`src/rtl/ddr3_addr_pkg.sv`:
```
package ddr3_addr_pkg;

  // address geometry of the scheduler
  // request address is {row, bank, column}, msb down

  // bank address width, fixed at eight banks by the DDR3 standard
  localparam int BANK_BITS = 3;

  // defaults for a 1Gb x16 part
  // top level may override these through its own parameters
  localparam int DEF_ROW_BITS = 13;
  localparam int DEF_COL_BITS = 10;

  // position of address pin A10
  // on READ/WRIT it requests auto-precharge after the access
  // on PREC it selects precharge of all banks
  localparam int AUTO_PRE_BIT = 10;

endpackage

```
`src/rtl/ddr3_cmd_pkg.sv`:
```
package ddr3_cmd_pkg;

  // DDR3 command encoding as {RAS#, CAS#, WE#}
  // all three pins are active low, so NOOP is all ones
  typedef enum logic [2:0] {
    CMD_REFR = 3'b001,
    CMD_PREC = 3'b010,
    CMD_ACTV = 3'b011,
    CMD_WRIT = 3'b100,
    CMD_READ = 3'b101,
    CMD_NOOP = 3'b111
  } ddr3_cmd_e;

  // scheduler states
  // ST_ACTV, ST_READ, ST_WRIT and ST_PREA hold one issued command each
  // ST_REFR waits for the data layer to finish its refresh
  typedef enum logic [2:0] {
    ST_INIT = 3'd0,
    ST_IDLE = 3'd1,
    ST_ACTV = 3'd2,
    ST_READ = 3'd3,
    ST_WRIT = 3'd4,
    ST_PREA = 3'd5,
    ST_REFR = 3'd6
  } sched_state_e;

endpackage

```
`src/rtl/ddr3_req_arbiter.sv`:
```
`timescale 1ns/1ps

module ddr3_req_arbiter #(
  parameter int ROW_BITS = ddr3_addr_pkg::DEF_ROW_BITS,
  parameter int COL_BITS = ddr3_addr_pkg::DEF_COL_BITS
) (
  input  logic                                 clock,
  input  logic                                 reset,
  input  logic                                 wr_req_i,
  input  logic                                 wr_last_i,
  input  logic [ROW_BITS+ddr3_addr_pkg::BANK_BITS+COL_BITS-1:0] wr_addr_i,
  input  logic                                 rd_req_i,
  input  logic                                 rd_last_i,
  input  logic [ROW_BITS+ddr3_addr_pkg::BANK_BITS+COL_BITS-1:0] rd_addr_i,
  input  logic                                 accept_i,
  output logic                                 wr_ack_o,
  output logic                                 rd_ack_o,
  output logic                                 sel_valid_o,
  output logic                                 sel_write_o,
  output logic [ddr3_addr_pkg::BANK_BITS-1:0]  sel_bank_o,
  output logic [ROW_BITS-1:0]                  sel_row_o,
  output logic [ROW_BITS-1:0]                  sel_col_o
);

  localparam int ADDR_BITS = ROW_BITS + ddr3_addr_pkg::BANK_BITS + COL_BITS;

  logic [ADDR_BITS-1:0] sel_addr;
  logic                 sel_last;
  logic                 write_q;

  // write port has fixed priority over read
  assign sel_valid_o = wr_req_i | rd_req_i;
  assign sel_write_o = wr_req_i;
  assign sel_addr    = wr_req_i ? wr_addr_i : rd_addr_i;
  assign sel_last    = wr_req_i ? wr_last_i : rd_last_i;

  // split {row, bank, col}
  assign sel_row_o  = sel_addr[ADDR_BITS-1 -: ROW_BITS];
  assign sel_bank_o = sel_addr[COL_BITS +: ddr3_addr_pkg::BANK_BITS];

  always_comb begin
    // column zero extended to the row width of the address bus
    sel_col_o = ROW_BITS'(sel_addr[COL_BITS-1:0]);
    // last of burst closes the row with auto-precharge
    sel_col_o[ddr3_addr_pkg::AUTO_PRE_BIT] = sel_last;
  end

  // accept_i arrives the cycle after the fsm took the request,
  // so remember which port was selected one cycle back
  always_ff @(posedge clock) begin
    if (reset) begin
      write_q  <= 1'b0;
      wr_ack_o <= 1'b0;
      rd_ack_o <= 1'b0;
    end else begin
      write_q  <= sel_write_o;
      // one cycle ack to the accepted port only
      wr_ack_o <= accept_i & write_q;
      rd_ack_o <= accept_i & ~write_q;
    end
  end

endmodule

```
`src/rtl/ddr3_bank_tracker.sv`:
```
`timescale 1ns/1ps

module ddr3_bank_tracker #(
  parameter int ROW_BITS = ddr3_addr_pkg::DEF_ROW_BITS
) (
  input  logic                                clock,
  input  logic                                reset,
  input  logic                                cmd_done_i,
  input  ddr3_cmd_pkg::ddr3_cmd_e             cmd_i,
  input  logic [ddr3_addr_pkg::BANK_BITS-1:0] ba_i,
  input  logic [ROW_BITS-1:0]                 adr_i,
  output logic                                banks_active_o
);

  localparam int NUM_BANKS = 1 << ddr3_addr_pkg::BANK_BITS;

  // one bit per bank, set while a row is open in it
  logic [NUM_BANKS-1:0] open_q;
  logic                 auto_pre;

  assign auto_pre = adr_i[ddr3_addr_pkg::AUTO_PRE_BIT];

  always_ff @(posedge clock) begin
    if (reset) begin
      open_q <= '0;
    end else if (cmd_done_i) begin
      // only commands the data layer has taken change the bank state
      case (cmd_i)
        ddr3_cmd_pkg::CMD_ACTV: begin
          open_q[ba_i] <= 1'b1;
        end
        ddr3_cmd_pkg::CMD_READ, ddr3_cmd_pkg::CMD_WRIT: begin
          // access with auto-precharge closes its bank
          if (auto_pre) begin
            open_q[ba_i] <= 1'b0;
          end
        end
        ddr3_cmd_pkg::CMD_PREC: begin
          // precharge all
          if (auto_pre) begin
            open_q <= '0;
          end
        end
        default: begin
          open_q <= open_q;
        end
      endcase
    end
  end

  assign banks_active_o = |open_q;

endmodule

```
`src/rtl/ddr3_cmd_fsm.sv`:
```
`timescale 1ns/1ps

module ddr3_cmd_fsm #(
  parameter int ROW_BITS = ddr3_addr_pkg::DEF_ROW_BITS
) (
  input  logic                                clock,
  input  logic                                reset,
  input  logic                                cfg_run_i,
  input  logic                                ddl_ref_i,
  input  logic                                ddl_rdy_i,
  input  logic                                sel_valid_i,
  input  logic                                sel_write_i,
  input  logic [ddr3_addr_pkg::BANK_BITS-1:0] sel_bank_i,
  input  logic [ROW_BITS-1:0]                 sel_row_i,
  input  logic [ROW_BITS-1:0]                 sel_col_i,
  input  logic                                banks_active_i,
  output logic                                accept_o,
  output logic                                cmd_done_o,
  output logic                                ddl_req_o,
  output ddr3_cmd_pkg::ddr3_cmd_e             ddl_cmd_o,
  output logic [ddr3_addr_pkg::BANK_BITS-1:0] ddl_ba_o,
  output logic [ROW_BITS-1:0]                 ddl_adr_o
);

  // address for precharge all, only A10 set
  localparam logic [ROW_BITS-1:0] PREA_ADR = ROW_BITS'(1) << ddr3_addr_pkg::AUTO_PRE_BIT;

  ddr3_cmd_pkg::sched_state_e state_q;
  ddr3_cmd_pkg::sched_state_e snext_q;

  // current command, driven to the data layer
  logic                                req_q;
  ddr3_cmd_pkg::ddr3_cmd_e             cmd_q;
  logic [ddr3_addr_pkg::BANK_BITS-1:0] ba_q;
  logic [ROW_BITS-1:0]                 adr_q;

  // pending second command, moves to the current one on completion
  logic                                req_x;
  ddr3_cmd_pkg::ddr3_cmd_e             cmd_x;
  logic [ddr3_addr_pkg::BANK_BITS-1:0] ba_x;
  logic [ROW_BITS-1:0]                 adr_x;

  logic accept_q;
  logic in_idle;
  logic idle_ref;
  logic idle_req;
  logic busy;
  logic shift;

  assign in_idle  = (state_q == ddr3_cmd_pkg::ST_IDLE);
  // refresh wins over a waiting request
  assign idle_ref = in_idle & ddl_ref_i;
  assign idle_req = in_idle & ~ddl_ref_i & sel_valid_i;

  // states that hold an issued command
  assign busy = (state_q == ddr3_cmd_pkg::ST_ACTV) |
                (state_q == ddr3_cmd_pkg::ST_READ) |
                (state_q == ddr3_cmd_pkg::ST_WRIT) |
                (state_q == ddr3_cmd_pkg::ST_PREA) |
                (state_q == ddr3_cmd_pkg::ST_REFR);
  // rdy low freezes all outputs
  assign shift = busy & ddl_rdy_i;

  always_ff @(posedge clock) begin
    if (reset) begin
      state_q  <= ddr3_cmd_pkg::ST_INIT;
      snext_q  <= ddr3_cmd_pkg::ST_IDLE;
      req_q    <= 1'b0;
      cmd_q    <= ddr3_cmd_pkg::CMD_NOOP;
      req_x    <= 1'b0;
      cmd_x    <= ddr3_cmd_pkg::CMD_NOOP;
      accept_q <= 1'b0;
    end else begin
      accept_q <= 1'b0;

      // second command becomes current once the first is taken
      if (shift) begin
        req_q <= req_x;
        cmd_q <= cmd_x;
        req_x <= 1'b0;
        cmd_x <= ddr3_cmd_pkg::CMD_NOOP;
      end

      case (state_q)
        ddr3_cmd_pkg::ST_INIT: begin
          // hold off until configuration lets us run
          if (cfg_run_i) begin
            state_q <= ddr3_cmd_pkg::ST_IDLE;
          end
        end

        ddr3_cmd_pkg::ST_IDLE: begin
          if (idle_ref) begin
            req_q <= 1'b1;
            if (banks_active_i) begin
              // close every open row first, then refresh
              state_q <= ddr3_cmd_pkg::ST_PREA;
              snext_q <= ddr3_cmd_pkg::ST_REFR;
              cmd_q   <= ddr3_cmd_pkg::CMD_PREC;
              req_x   <= 1'b1;
              cmd_x   <= ddr3_cmd_pkg::CMD_REFR;
            end else begin
              state_q <= ddr3_cmd_pkg::ST_REFR;
              snext_q <= ddr3_cmd_pkg::ST_IDLE;
              cmd_q   <= ddr3_cmd_pkg::CMD_REFR;
              req_x   <= 1'b0;
              cmd_x   <= ddr3_cmd_pkg::CMD_NOOP;
            end
          end else if (idle_req) begin
            // RAS# now, CAS# queued behind it
            state_q  <= ddr3_cmd_pkg::ST_ACTV;
            snext_q  <= sel_write_i ? ddr3_cmd_pkg::ST_WRIT : ddr3_cmd_pkg::ST_READ;
            req_q    <= 1'b1;
            cmd_q    <= ddr3_cmd_pkg::CMD_ACTV;
            req_x    <= 1'b1;
            cmd_x    <= sel_write_i ? ddr3_cmd_pkg::CMD_WRIT : ddr3_cmd_pkg::CMD_READ;
            accept_q <= 1'b1;
          end
        end

        ddr3_cmd_pkg::ST_ACTV, ddr3_cmd_pkg::ST_READ,
        ddr3_cmd_pkg::ST_WRIT, ddr3_cmd_pkg::ST_PREA: begin
          if (ddl_rdy_i) begin
            state_q <= snext_q;
            snext_q <= ddr3_cmd_pkg::ST_IDLE;
          end
        end

        ddr3_cmd_pkg::ST_REFR: begin
          // REFR is taken once, then req drops while the refresh runs
          // ddl_ref_i stays high until the refresh is nearly done
          if (ddl_rdy_i && !ddl_ref_i) begin
            state_q <= snext_q;
            snext_q <= ddr3_cmd_pkg::ST_IDLE;
          end
        end

        default: begin
          state_q <= ddr3_cmd_pkg::ST_INIT;
        end
      endcase
    end
  end

  // bank and address registers follow the same load points
  always_ff @(posedge clock) begin
    if (idle_ref) begin
      ba_q  <= '0;
      adr_q <= banks_active_i ? PREA_ADR : '0;
      ba_x  <= '0;
      adr_x <= '0;
    end else if (idle_req) begin
      // row goes with ACTV, column with READ/WRIT
      ba_q  <= sel_bank_i;
      adr_q <= sel_row_i;
      ba_x  <= sel_bank_i;
      adr_x <= sel_col_i;
    end else if (shift) begin
      ba_q  <= ba_x;
      adr_q <= adr_x;
    end
  end

  // a command completes when the data layer is ready for it
  assign cmd_done_o = req_q & ddl_rdy_i;
  assign accept_o   = accept_q;

  assign ddl_req_o = req_q;
  assign ddl_cmd_o = cmd_q;
  assign ddl_ba_o  = ba_q;
  assign ddl_adr_o = adr_q;

endmodule

```
`src/rtl/ddr3_sched_top.sv`:
```
`timescale 1ns/1ps

module ddr3_sched_top #(
  parameter int ROW_BITS = ddr3_addr_pkg::DEF_ROW_BITS,
  parameter int COL_BITS = ddr3_addr_pkg::DEF_COL_BITS
) (
  input  logic                                clock,
  input  logic                                reset,
  input  logic                                cfg_run_i,
  input  logic                                wr_req_i,
  input  logic                                wr_last_i,
  input  logic [ROW_BITS+ddr3_addr_pkg::BANK_BITS+COL_BITS-1:0] wr_addr_i,
  input  logic                                rd_req_i,
  input  logic                                rd_last_i,
  input  logic [ROW_BITS+ddr3_addr_pkg::BANK_BITS+COL_BITS-1:0] rd_addr_i,
  input  logic                                ddl_ref_i,
  input  logic                                ddl_rdy_i,
  output logic                                wr_ack_o,
  output logic                                rd_ack_o,
  output logic                                ddl_req_o,
  output ddr3_cmd_pkg::ddr3_cmd_e             ddl_cmd_o,
  output logic [ddr3_addr_pkg::BANK_BITS-1:0] ddl_ba_o,
  output logic [ROW_BITS-1:0]                 ddl_adr_o
);

  // selected request, arbiter to fsm
  logic                                sel_valid;
  logic                                sel_write;
  logic [ddr3_addr_pkg::BANK_BITS-1:0] sel_bank;
  logic [ROW_BITS-1:0]                 sel_row;
  logic [ROW_BITS-1:0]                 sel_col;

  logic accept;
  logic cmd_done;
  logic banks_active;

  ddr3_req_arbiter #(
    .ROW_BITS (ROW_BITS),
    .COL_BITS (COL_BITS)
  ) u_arbiter (
    .clock       (clock),
    .reset       (reset),
    .wr_req_i    (wr_req_i),
    .wr_last_i   (wr_last_i),
    .wr_addr_i   (wr_addr_i),
    .rd_req_i    (rd_req_i),
    .rd_last_i   (rd_last_i),
    .rd_addr_i   (rd_addr_i),
    .accept_i    (accept),
    .wr_ack_o    (wr_ack_o),
    .rd_ack_o    (rd_ack_o),
    .sel_valid_o (sel_valid),
    .sel_write_o (sel_write),
    .sel_bank_o  (sel_bank),
    .sel_row_o   (sel_row),
    .sel_col_o   (sel_col)
  );

  ddr3_cmd_fsm #(
    .ROW_BITS (ROW_BITS)
  ) u_fsm (
    .clock          (clock),
    .reset          (reset),
    .cfg_run_i      (cfg_run_i),
    .ddl_ref_i      (ddl_ref_i),
    .ddl_rdy_i      (ddl_rdy_i),
    .sel_valid_i    (sel_valid),
    .sel_write_i    (sel_write),
    .sel_bank_i     (sel_bank),
    .sel_row_i      (sel_row),
    .sel_col_i      (sel_col),
    .banks_active_i (banks_active),
    .accept_o       (accept),
    .cmd_done_o     (cmd_done),
    .ddl_req_o      (ddl_req_o),
    .ddl_cmd_o      (ddl_cmd_o),
    .ddl_ba_o       (ddl_ba_o),
    .ddl_adr_o      (ddl_adr_o)
  );

  // tracker watches the command bus as the data layer takes it
  ddr3_bank_tracker #(
    .ROW_BITS (ROW_BITS)
  ) u_tracker (
    .clock          (clock),
    .reset          (reset),
    .cmd_done_i     (cmd_done),
    .cmd_i          (ddl_cmd_o),
    .ba_i           (ddl_ba_o),
    .adr_i          (ddl_adr_o),
    .banks_active_o (banks_active)
  );

endmodule

```
`config.mk`:
```
export PLATFORM = sky130hd
export DESIGN_NAME = ddr3_sched_top
export DESIGN_NICKNAME = d
export VERILOG_FILES = /design/src/rtl/ddr3_addr_pkg.sv /design/src/rtl/ddr3_cmd_pkg.sv /design/src/rtl/ddr3_req_arbiter.sv /design/src/rtl/ddr3_bank_tracker.sv /design/src/rtl/ddr3_cmd_fsm.sv /design/src/rtl/ddr3_sched_top.sv
export SDC_FILE = /design/constraint.sdc
export NUM_CORES = 1
export LEC_CHECK = 0
export ABC_AREA = 1
export CAP_MARGIN = 10
export CORE_UTILIZATION = 35
export CTS_CLUSTER_SIZE = 40
export DETAILED_ROUTE_END_ITERATION = 16
export DONT_BUFFER_PORTS = 1
export GPL_TIMING_DRIVEN = 0
export SETUP_SLACK_MARGIN = 0.3
export SYNTH_ARGS = -nofsm -noshare
export SYNTH_HDL_FRONTEND = slang
export SYNTH_SLANG_ARGS = --single-unit
```
`constraint.sdc`:
```
create_clock -name clock -period 1.4 [get_ports clock]
set_input_delay 0.14 -clock clock [delete_from_list [all_inputs] [get_ports clock]]
set_output_delay 0.14 -clock clock [all_outputs]
set_load 0.05 [all_outputs]
```
-- Yosys cells after proc, flatten, opt, wreduce, memory -nomap -nowiden
Cells that the tools add are included.
- bitwise logic cells: 18
- order comparisons: 2
- muxes and demuxes: 48
- reductions and logical operators: 15
- equal/unequal tests: 16
- operators by type and width (kind ; number):
    two-way mux 3 bit ; 22
    two-way mux 13 bit ; 3
    two-way mux 26 bit ; 1
    case mux 8 bit (3 select lines) ; 1
    two-way mux 8 bit ; 2
    == test 3 bit (second input constant) ; 5
    two-way mux 1 bit ; 13
    == test 3 x 2 -> 1 bit (second input constant) ; 4
    case mux 3 bit (4 select lines) ; 1
    AND reduction 4 bit ; 3
    two-way mux 11 bit ; 1
    != test 2 bit (second input constant) ; 5
    case mux 3 bit (3 select lines) ; 1
    nonzero test 3 bit ; 3
    bitwise AND 8 bit ; 1
    inverter 8 bit ; 1
    OR 8 bit ; 1
    OR reduction 8 bit ; 1
    bitwise AND 1 bit ; 7
    OR 1 bit ; 5
    < comparator 3 x 4 -> 1 bit (second input constant) ; 1
    two-way mux 2 bit ; 2
    OR reduction 4 bit ; 1
    demux 1 bit (select 3 bit) ; 1
    other kinds (10) ; 13
- register bits after elaboration: 56
- word-level logic and storage cells: 114

-- Depth between registers and ports, before layout
Gate-level depths: netlist of the first run.
- word-level depth: 10
- depth in mapped cells: 10
- depth with buffers taken out: 10

-- Hierarchy
A second synthesis of the first run with hierarchy kept.
- cells, all modules: 470
- area, all modules: 3135.5 um^2
- by module, submodules not included (module ; cells each ; sequential area each (um^2) ; area each (um^2) ; instances):
    ddr3_cmd_fsm ; 254 ; 1071.0 ; 2013.2 ; 1
    ddr3_bank_tracker ; 114 ; 160.2 ; 628.1 ; 1
    ddr3_req_arbiter ; 102 ; 60.1 ; 494.2 ; 1

-- Least setup slack after synthesis of the first run
No wires, ideal clock.
- path kind: reg-to-reg
- from: register u_fsm.cmd_q[1] (netlist: u_fsm.ddl_cmd_o[1])
- to: register u_tracker.open_q[7]
- library setup time: 70 ps
- required time: 1330 ps
- cell stages (with the launch flop): 8
- path slack: -224 ps
- arrival: 1554 ps
- path through: dfxtp_1 inv_1 nand2_2 o21ai_4 nand2_4 nand2_4 or2_0 a21oi_1
- cells in the longest elaborated chain, start to end: 4
- elaborated cells between the ends (all ways): 10
- those cells by class: 6 x eq/ne; 1 x mux; 3 x reduce/logical
- RTL lines (element ; RTL line ; source):
    from (decl) ; ddr3_cmd_fsm.sv:33 ; ddr3_cmd_pkg::ddr3_cmd_e cmd_q;
    from (signal assigned) ; ddr3_cmd_fsm.sv:69 ; cmd_q <= ddr3_cmd_pkg::CMD_NOOP;
    from (signal assigned) ; ddr3_cmd_fsm.sv:79 ; cmd_q <= cmd_x;
    from (signal assigned) ; ddr3_cmd_fsm.sv:99 ; cmd_q <= ddr3_cmd_pkg::CMD_PREC;
    == test 3 bit ; ddr3_bank_tracker.sv:28 ; case (cmd_i)
    OR reduction 2 bit ; ddr3_bank_tracker.sv:28 ;
    != test 2 bit (no line) or nonzero test 3 bit (tied branches) ; -- ;
    AND reduction 4 bit (no line) ; -- ;
    to (signal assigned) ; ddr3_bank_tracker.sv:45 ; open_q <= open_q;
    to (decl) ; ddr3_bank_tracker.sv:18 ; logic [NUM_BANKS-1:0] open_q;
Several ways; a longest one is shown, not always the timed one.
A chain may end at the register's enable or synchronous reset.

-- Worst setup path after layout of the first run
- from: register u_fsm.adr_q[10] (netlist: u_fsm.ddl_adr_o[10])
- to: register u_tracker.open_q[7]
- cells in the longest elaborated chain, start to end: 2
- elaborated cells between the ends (all ways): 3
- those cells by class: 2 x eq/ne; 1 x reduce/logical
- RTL lines (element ; RTL line ; source):
    from (decl) ; ddr3_cmd_fsm.sv:35 ; logic [ROW_BITS-1:0] adr_q;
    from (signal assigned) ; ddr3_cmd_fsm.sv:149 ; adr_q <= banks_active_i ? PREA_ADR : '0;
    from (signal assigned) ; ddr3_cmd_fsm.sv:155 ; adr_q <= sel_row_i;
    from (signal assigned) ; ddr3_cmd_fsm.sv:160 ; adr_q <= adr_x;
    != test 2 bit (no line) ; -- ;
    AND reduction 4 bit (no line) (*) ; -- ;
Every way passes the cells marked *; elsewhere a longest branch is shown, timed or not.

==> results of run 1 <==
## final timing paths
check	endpoint
setup / recovery	u_tracker.open_q[7]$_SDFFE_PP0P_
hold / removal	u_fsm.adr_x[5]$_SDFFE_PP0P_
setup reg to reg	u_tracker.open_q[7]$_SDFFE_PP0P_
hold reg to reg	u_arbiter.rd_ack_o$_SDFF_PP0_
## cells by family (layout without fill, tap and decap cells)
kind of cell	after synthesis	after routing	share of synthesized area [%]
DFF	56	56	43.2
and+or+nand+nor	227	229	35.6
muxes	3	3	1.04
AOI/OAI and AO/OA	66	67	13.0
buffers and inverters	45	80	7.25
## critical path: cells and delay by family (launching register included)
kind,cells,cell delay [ps]
DFF,1,690
and+or+nand+nor,3,460
buffers and inverters,1,90
AOI/OAI and AO/OA,1,110
## synthesized netlist by cell type (7+ instances only)
| master | number | share of area (%) |
|---|---|---|
| sky130_fd_sc_hd__nand2_1 | 160 | 21 |
| sky130_fd_sc_hd__dfxtp_1 | 43 | 30 |
| sky130_fd_sc_hd__a21oi_1 | 32 | 5.5 |
| sky130_fd_sc_hd__inv_1 | 27 | 3.5 |
| sky130_fd_sc_hd__o21ai_0 | 20 | 3.5 |
| sky130_fd_sc_hd__nor2_1 | 19 | 2.5 |
| sky130_fd_sc_hd__nand3_1 | 16 | 2.8 |
| sky130_fd_sc_hd__edfxtp_1 | 13 | 13 |
| sky130_fd_sc_hd__nand2_4 | 7 | 2.7 |
| sky130_fd_sc_hd__nor3_1 | 7 | 1.2 |
## stage by stage
stage	setup TNS [ps]	total power (µW)	area (µm²)	hold WS, ps	worst slack (ps)
after floorplan	0	5480	2980	320	112
after detailed placement	-1490	5990	3110	374	-101
after global placement	-1230	5960	3110	363	-85.2
final	-3.13	8190	3840	35.8	-3.13
after CTS	-78.9	7670	3520	39.1	-24.0
after global routing	-779	8690	3840	48.0	-68.3
## layout make-up
class | instances | area [µm²]
fill | 746 | 4050
inverter | 32 | 134
clock inverter | 3 | 47.5
clock buffer | 5 | 68.8
multi-input combinational | 299 | 1780
buffer | 13 | 114
sequential | 56 | 1290
timing repair buffer | 27 | 274
tap | 102 | 128
## state kept, by name (all words and copies together), names as in the netlist
name,flops
u_arbiter.rd_ack_o,1
u_arbiter.wr_ack_o,1
u_arbiter.write_q,1
u_fsm.accept_o,1
u_fsm.adr_x,11
u_fsm.ba_x,3
u_fsm.cmd_x,3
u_fsm.ddl_adr_o,13
u_fsm.ddl_ba_o,3
u_fsm.ddl_cmd_o,3
u_fsm.ddl_req_o,1
u_fsm.req_x,1
u_fsm.snext_q,3
u_fsm.state_q,3
u_tracker.open_q,8
## report_power, final
group	internal (µW)	switching [µW]	leakage, µW
clock	540	574	0.0000583
sequential	2360	1390	0.000484
combinational	1420	1910	0.00112
total	4320	3870	0.00166
## metal layers
layer / up-vias / share of wire, % / wire length, µm / global-route usage, %
met1: 1269 / 43 / 3230 / 22.7
met5: - / 0 / 0 / 0
met3: 14 / 6.2 / 469 / 5.77
met4: 0 / 1.8 / 139 / 5.64
met2: 73 / 49 / 3700 / 29.7
li1: 1368 / - / - / -
## what timing repair did
action | CTS | global route
setup endpoints to repair | 81 | 80
resized for setup | 28 | 74
setup buffers | 19 | 5
cloned | 5 | 1
pin swaps | 17 | 28
==> results.toml, run 1 <==
[run_status]
run_status = "finished with violations"
violations = "negative setup slack"

[power_and_ir_drop]
p_leak_uw = 0.00166
vdd.ir_drop.worst_mv = 0.880
power_density_of_the_placed_cells_nw_per_um2 = 2140

[clocking]
cts_sinks = 56
cts-root-to-sink-buffers = 2
clkTransAtPathRegs_ps = 110
cts_tree = "yes"
clkLatencyLatePin_ps = 320
htree_levels = 2
clk_root_buffer_cell = "sky130_fd_sc_hd__clkbuf_8"
ctsHoldBuffers = 0
cts_buffers = 5

[synth]
netlist-cell-type-count = 37
edff_count_synth = 13
synth_nets = 458
most_common_flop_cell_mapped_by_yosys = "sky130_fd_sc_hd__dfxtp_1"
synth.yosys.seq_area_share_pct = 43.2
syn_area_um2 = 2900
async_reset_ff_share_pct = 0
postSynthRegisterBits = 56
postSynthCellCount = 397
syn_avg_cell_area_um2 = 7.30
synth_warnings = 0

[sta]
final.setup.worst_slack_ps = -3.13
min_period_ps = 1400
fin_worst_skew_ps = 10.6
layout_worst_path_cycle_share_pct = 100
worst_slew_pin_slew_ps = 526
maxSlewViolCount = 0
setup_viol_count_final = 1
maxSlewHeadroom_pct = 64.9
final-hold-violation-count = 0
grt_setup_unrepaired = "true"
max_freq_ghz = 0.713

[setup_path]
crit_top_cell = "sky130_fd_sc_hd__nand2_4"
critical_path_cell_by_cell = "inv_2, nand2_4, nand2_4, or2_0, a21oi_1"
worstSetupStartpoint = "u_fsm.ddl_adr_o[10]$_DFFE_PP_"
cp_max_fo = 7
crit_type = "reg -> reg"
ff2ff_setup_slack_ps = -3
worst_ep_arrival_time_ps = 1660
rr_worst_depth = 5
slowest_stage = "sky130_fd_sc_hd__edfxtp_1"
cp-end-kind = "flip-flop"
critical_path.startpoint_type = "flip-flop"
slowest_delay_ps = 690
critical_r2r_launch = "u_fsm.ddl_adr_o[10]$_DFFE_PP_"
critical_path_required_ps = 1660

[floorplan]
rows = 32
die-width_um = 93.0
die-area_um2 = 8650
floorplan.die.height_um = 93.0
floorplan.io_pins = 83
fp.coreArea_um2 = 7890
start_util_pct = 36.8

[final_layout]
layout-drive-gt1-share_pct = 36.6
final_net_count = 495
post_layout_nonfiller_instances = 537
inserted_diodes = 0
final_cell_mix = "132 x sky130_fd_sc_hd__nand2_1, 31 x sky130_fd_sc_hd__dfxtp_1, 22 x sky130_fd_sc_hd__inv_1"
mostFrequentLayoutCell = "sky130_fd_sc_hd__nand2_1"
finish.utilization_pct = 48.6
layout-area-overhead-vs-synth_pct = 32.3

[hold_path]
holdCritStartpoint = "rd_addr_i[5]"
holdPathStages = 4
holdCritPathClass = "in -> reg"

[detailed_routing]
detail_route.wirelength_um = 7550
route.antenna.remaining_nets = 0
routed-via-count = 2724
detailedRoute.firstPassIterationCount = 4
route.detailed.vias_per_inst = 5.07
dr_wl_cell_um = 14.1
drt_iter0_markers = 81
drc_violation_count_after_routing = 0

[grt]
grt_pass1_wl_um = 12400
grt_pass1_vias = 2654
grt_max_degree = 19
initial_antenna_violation_count = 0
global_route.usage.total_pct = 18.1
grt_overflow_total = 0

[placement]
globalplace.congestion = 0.839
io_buffer_count = 0
dp_hpwl_um = 4940
placed_cells_incl_taps = 499

[run]
maxCapViolations = 0
(Power assumes the default switching activity.)
==> inputs of run 2 (changes only) <==
Settings changed: CORE_UTILIZATION 35 to 45, CTS_CLUSTER_DIAMETER from default to 120.
==> run 2 against run 1 <==
Compared with the run above: the run still ends with negative setup slack left; clock skew decreased by 5.7 ps; combinational power increased by 9.9%; via count decreased by 0.73%; sequential power increased by 1%; sequential share of layout area decreased by 2.1 points; die area decreased by 22%; core utilization increased by 19 points; wire length increased by 1.4%; global-route usage increased by 4.8 points; critical endpoint is now u_fsm.ddl_adr_o[3]$_SDFFCE_PP0P_.
==> results.toml, run 2 (synthesized netlist as in run 1, its figures left out) <==
[floorplan]
fp.coreArea_um2 = 6060
die-area_um2 = 6770
rows = 28
floorplan.io_pins = 83
start_util_pct = 47.8
die-width_um = 82.3
floorplan.die.height_um = 82.3

[detailed_routing]
dr_wl_cell_um = 14.9
drt_iter0_markers = 110
detailedRoute.firstPassIterationCount = 4
route.detailed.vias_per_inst = 5.26
detail_route.wirelength_um = 7650
drc_violation_count_after_routing = 0
routed-via-count = 2704
route.antenna.remaining_nets = 0

[grt]
busiest_layer = "met2"
grt_max_degree = 18
grt_pass1_vias = 2423
grt_overflow_total = 0
grtUsageMet3_pct = 7.25
grtUsageMet1_pct = 27.6
grt_pass1_wl_um = 11500
initial_antenna_violation_count = 0
global_route.usage.total_pct = 22.9
globalRouteMet2Util_pct = 39.0

[setup_path]
worst_ep_arrival_time_ps = 1470
critical_r2r_launch = "u_fsm.state_q[2]$_SDFFE_PP0P_"
timing.critical_path.max_delay_family = "simple AND/OR/NAND/NOR gates"
crit_type = "reg -> reg"
cp-end-kind = "flip-flop"
slowest_stage = "sky130_fd_sc_hd__dfxtp_4"
critical_path.startpoint_type = "flip-flop"
slowest_delay_ps = 370
critical_path_cell_by_cell = "buf_4, buf_6, nand3_4, nand2_4, nor2_4, inv_6, nand2_8"
worstSetupStartpoint = "u_fsm.state_q[2]$_SDFFE_PP0P_"
cp_max_fo = 8
worst-path-buf-inv = 3
critical_path_required_ps = 1440

[clocking]
cts_sinks = 56
clk_root_buffer_cell = "sky130_fd_sc_hd__clkbuf_8"
ctsHoldBuffers = 0
cts_buffers = 5
cts-root-to-sink-buffers = 2
cts_tree = "yes"
clkLatencyLatePin_ps = 320
clkTransAtPathRegs_ps = 100
htree_levels = 2

[sta]
maxSlewHeadroom_pct = 63.3
min_period_ps = 1430
maxSlewViolCount = 0
holdWs_ps = 13.8
layout_worst_path_cycle_share_pct = 102
max_freq_ghz = 0.700
setup_viol_count_final = 20
final.setup.worst_slack_ps = -29.3
final-hold-violation-count = 0
fin_worst_skew_ps = 4.92
grt_setup_unrepaired = "true"
worst_slew_pin_slew_ps = 550

[placement]
globalplace.congestion = 0.790
dp_hpwl_um = 4680
io_buffer_count = 0
dpl_worst_slack_ps = -77.9

[run]
maxCapViolations = 0

[power_and_ir_drop]
fin_total_pwr_uw = 8590
p_leak_uw = 0.00178
vdd.ir_drop.worst_mv = 1.07
power_density_of_the_placed_cells_nw_per_um2 = 2100

[final_layout]
layout-area-overhead-vs-synth_pct = 41.1
flip_flop_count_of_the_largest_register_all_copies_and_words_added = 13
layout-drive-gt1-share_pct = 42.8
inserted_diodes = 0
final_cell_mix = "124 x sky130_fd_sc_hd__nand2_1, 31 x sky130_fd_sc_hd__dfxtp_1, 25 x sky130_fd_sc_hd__nand2_4"
final_net_count = 499
mostFrequentLayoutCell = "sky130_fd_sc_hd__nand2_1"

[hold_path]
holdCritStartpoint = "ddl_ref_i"
holdCritPathClass = "in -> reg"

[run_status]
run_status = "finished with violations"
violations = "negative setup slack"
==> run 2: cell types whose count changed in the layout (fill, tap and decap cells not counted), sizes merged <==
| cell | before | now |
|---|---|---|
| clkbuf | 10 | 12 |
| clkinv | 2 | 1 |
| buf | 35 | 38 |
==> run 2: per-layer routing <==
metal,part of all wire [%],up-vias,wire (µm)
met1,42,1247,3190
met3,5.0,8,379
met5,0,-,0
met2,52,80,4010
met4,1.0,0,78
li1,-,1369,-
==> run 2: worst paths after layout <==
kind / endpoint / slack (ps) / depth (start not counted)
max: u_fsm.ddl_adr_o[3]$_SDFFCE_PP0P_ / -30 / 7
min: u_fsm.cmd_x[0]$_SDFF_PP1_ / 10 / 2
min reg2reg: u_arbiter.rd_ack_o$_SDFF_PP0_ / 410 / 1
max reg2reg: u_fsm.ddl_adr_o[3]$_SDFFCE_PP0P_ / -30 / 7
==> run 2: repair_timing <==
| action | in CTS | in global routing |
|---|---|---|
| pin swaps | 22 | 29 |
| gates resized for setup | 57 | 88 |
| hold endpoints to repair | 0 | 0 |
| cloned | 5 | 2 |
| endpoints found under the setup margin | 80 | 81 |
| buffers inserted | 20 | 7 |
==> run 2: cell type report <==
cell class              count  area, µm²
multi-input cells         299       1990
plain buffers              13        109
flip-flops and latches     56       1290
inverters                  32        136
fillers                   499       1970
well taps                  75       93.8
repair buffers             31        355
clock buffers               6       82.6
clock inverters             2       38.8
==> run 2: through the flow <==
step	setup TNS [ps]	utilization, %	cells	area, µm²
after floorplan	0	-	397	2980
after global placement	-1380	50.7	472	3070
after detailed placement	-1460	50.7	472	3070
after CTS	-250	60.2	505	3650
after global routing	-2120	67.5	514	4090
final	-434	67.5	514	4090
==> run 2: power breakdown <==
group          switching, µW  internal (µW)
Clock                    551            586
Sequential              1430           2360
Combinational           2110           1550
Total                   4090           4500
==> run 2: worst reg2reg max path: stages (launching register included) <==
cell and delay (ps):
sky130_fd_sc_hd__dfxtp_4 370, sky130_fd_sc_hd__buf_4 140, sky130_fd_sc_hd__buf_6 120, sky130_fd_sc_hd__nand3_4 60
sky130_fd_sc_hd__nand2_4 90, sky130_fd_sc_hd__nor2_4 170, sky130_fd_sc_hd__inv_6 100, sky130_fd_sc_hd__nand2_8 110
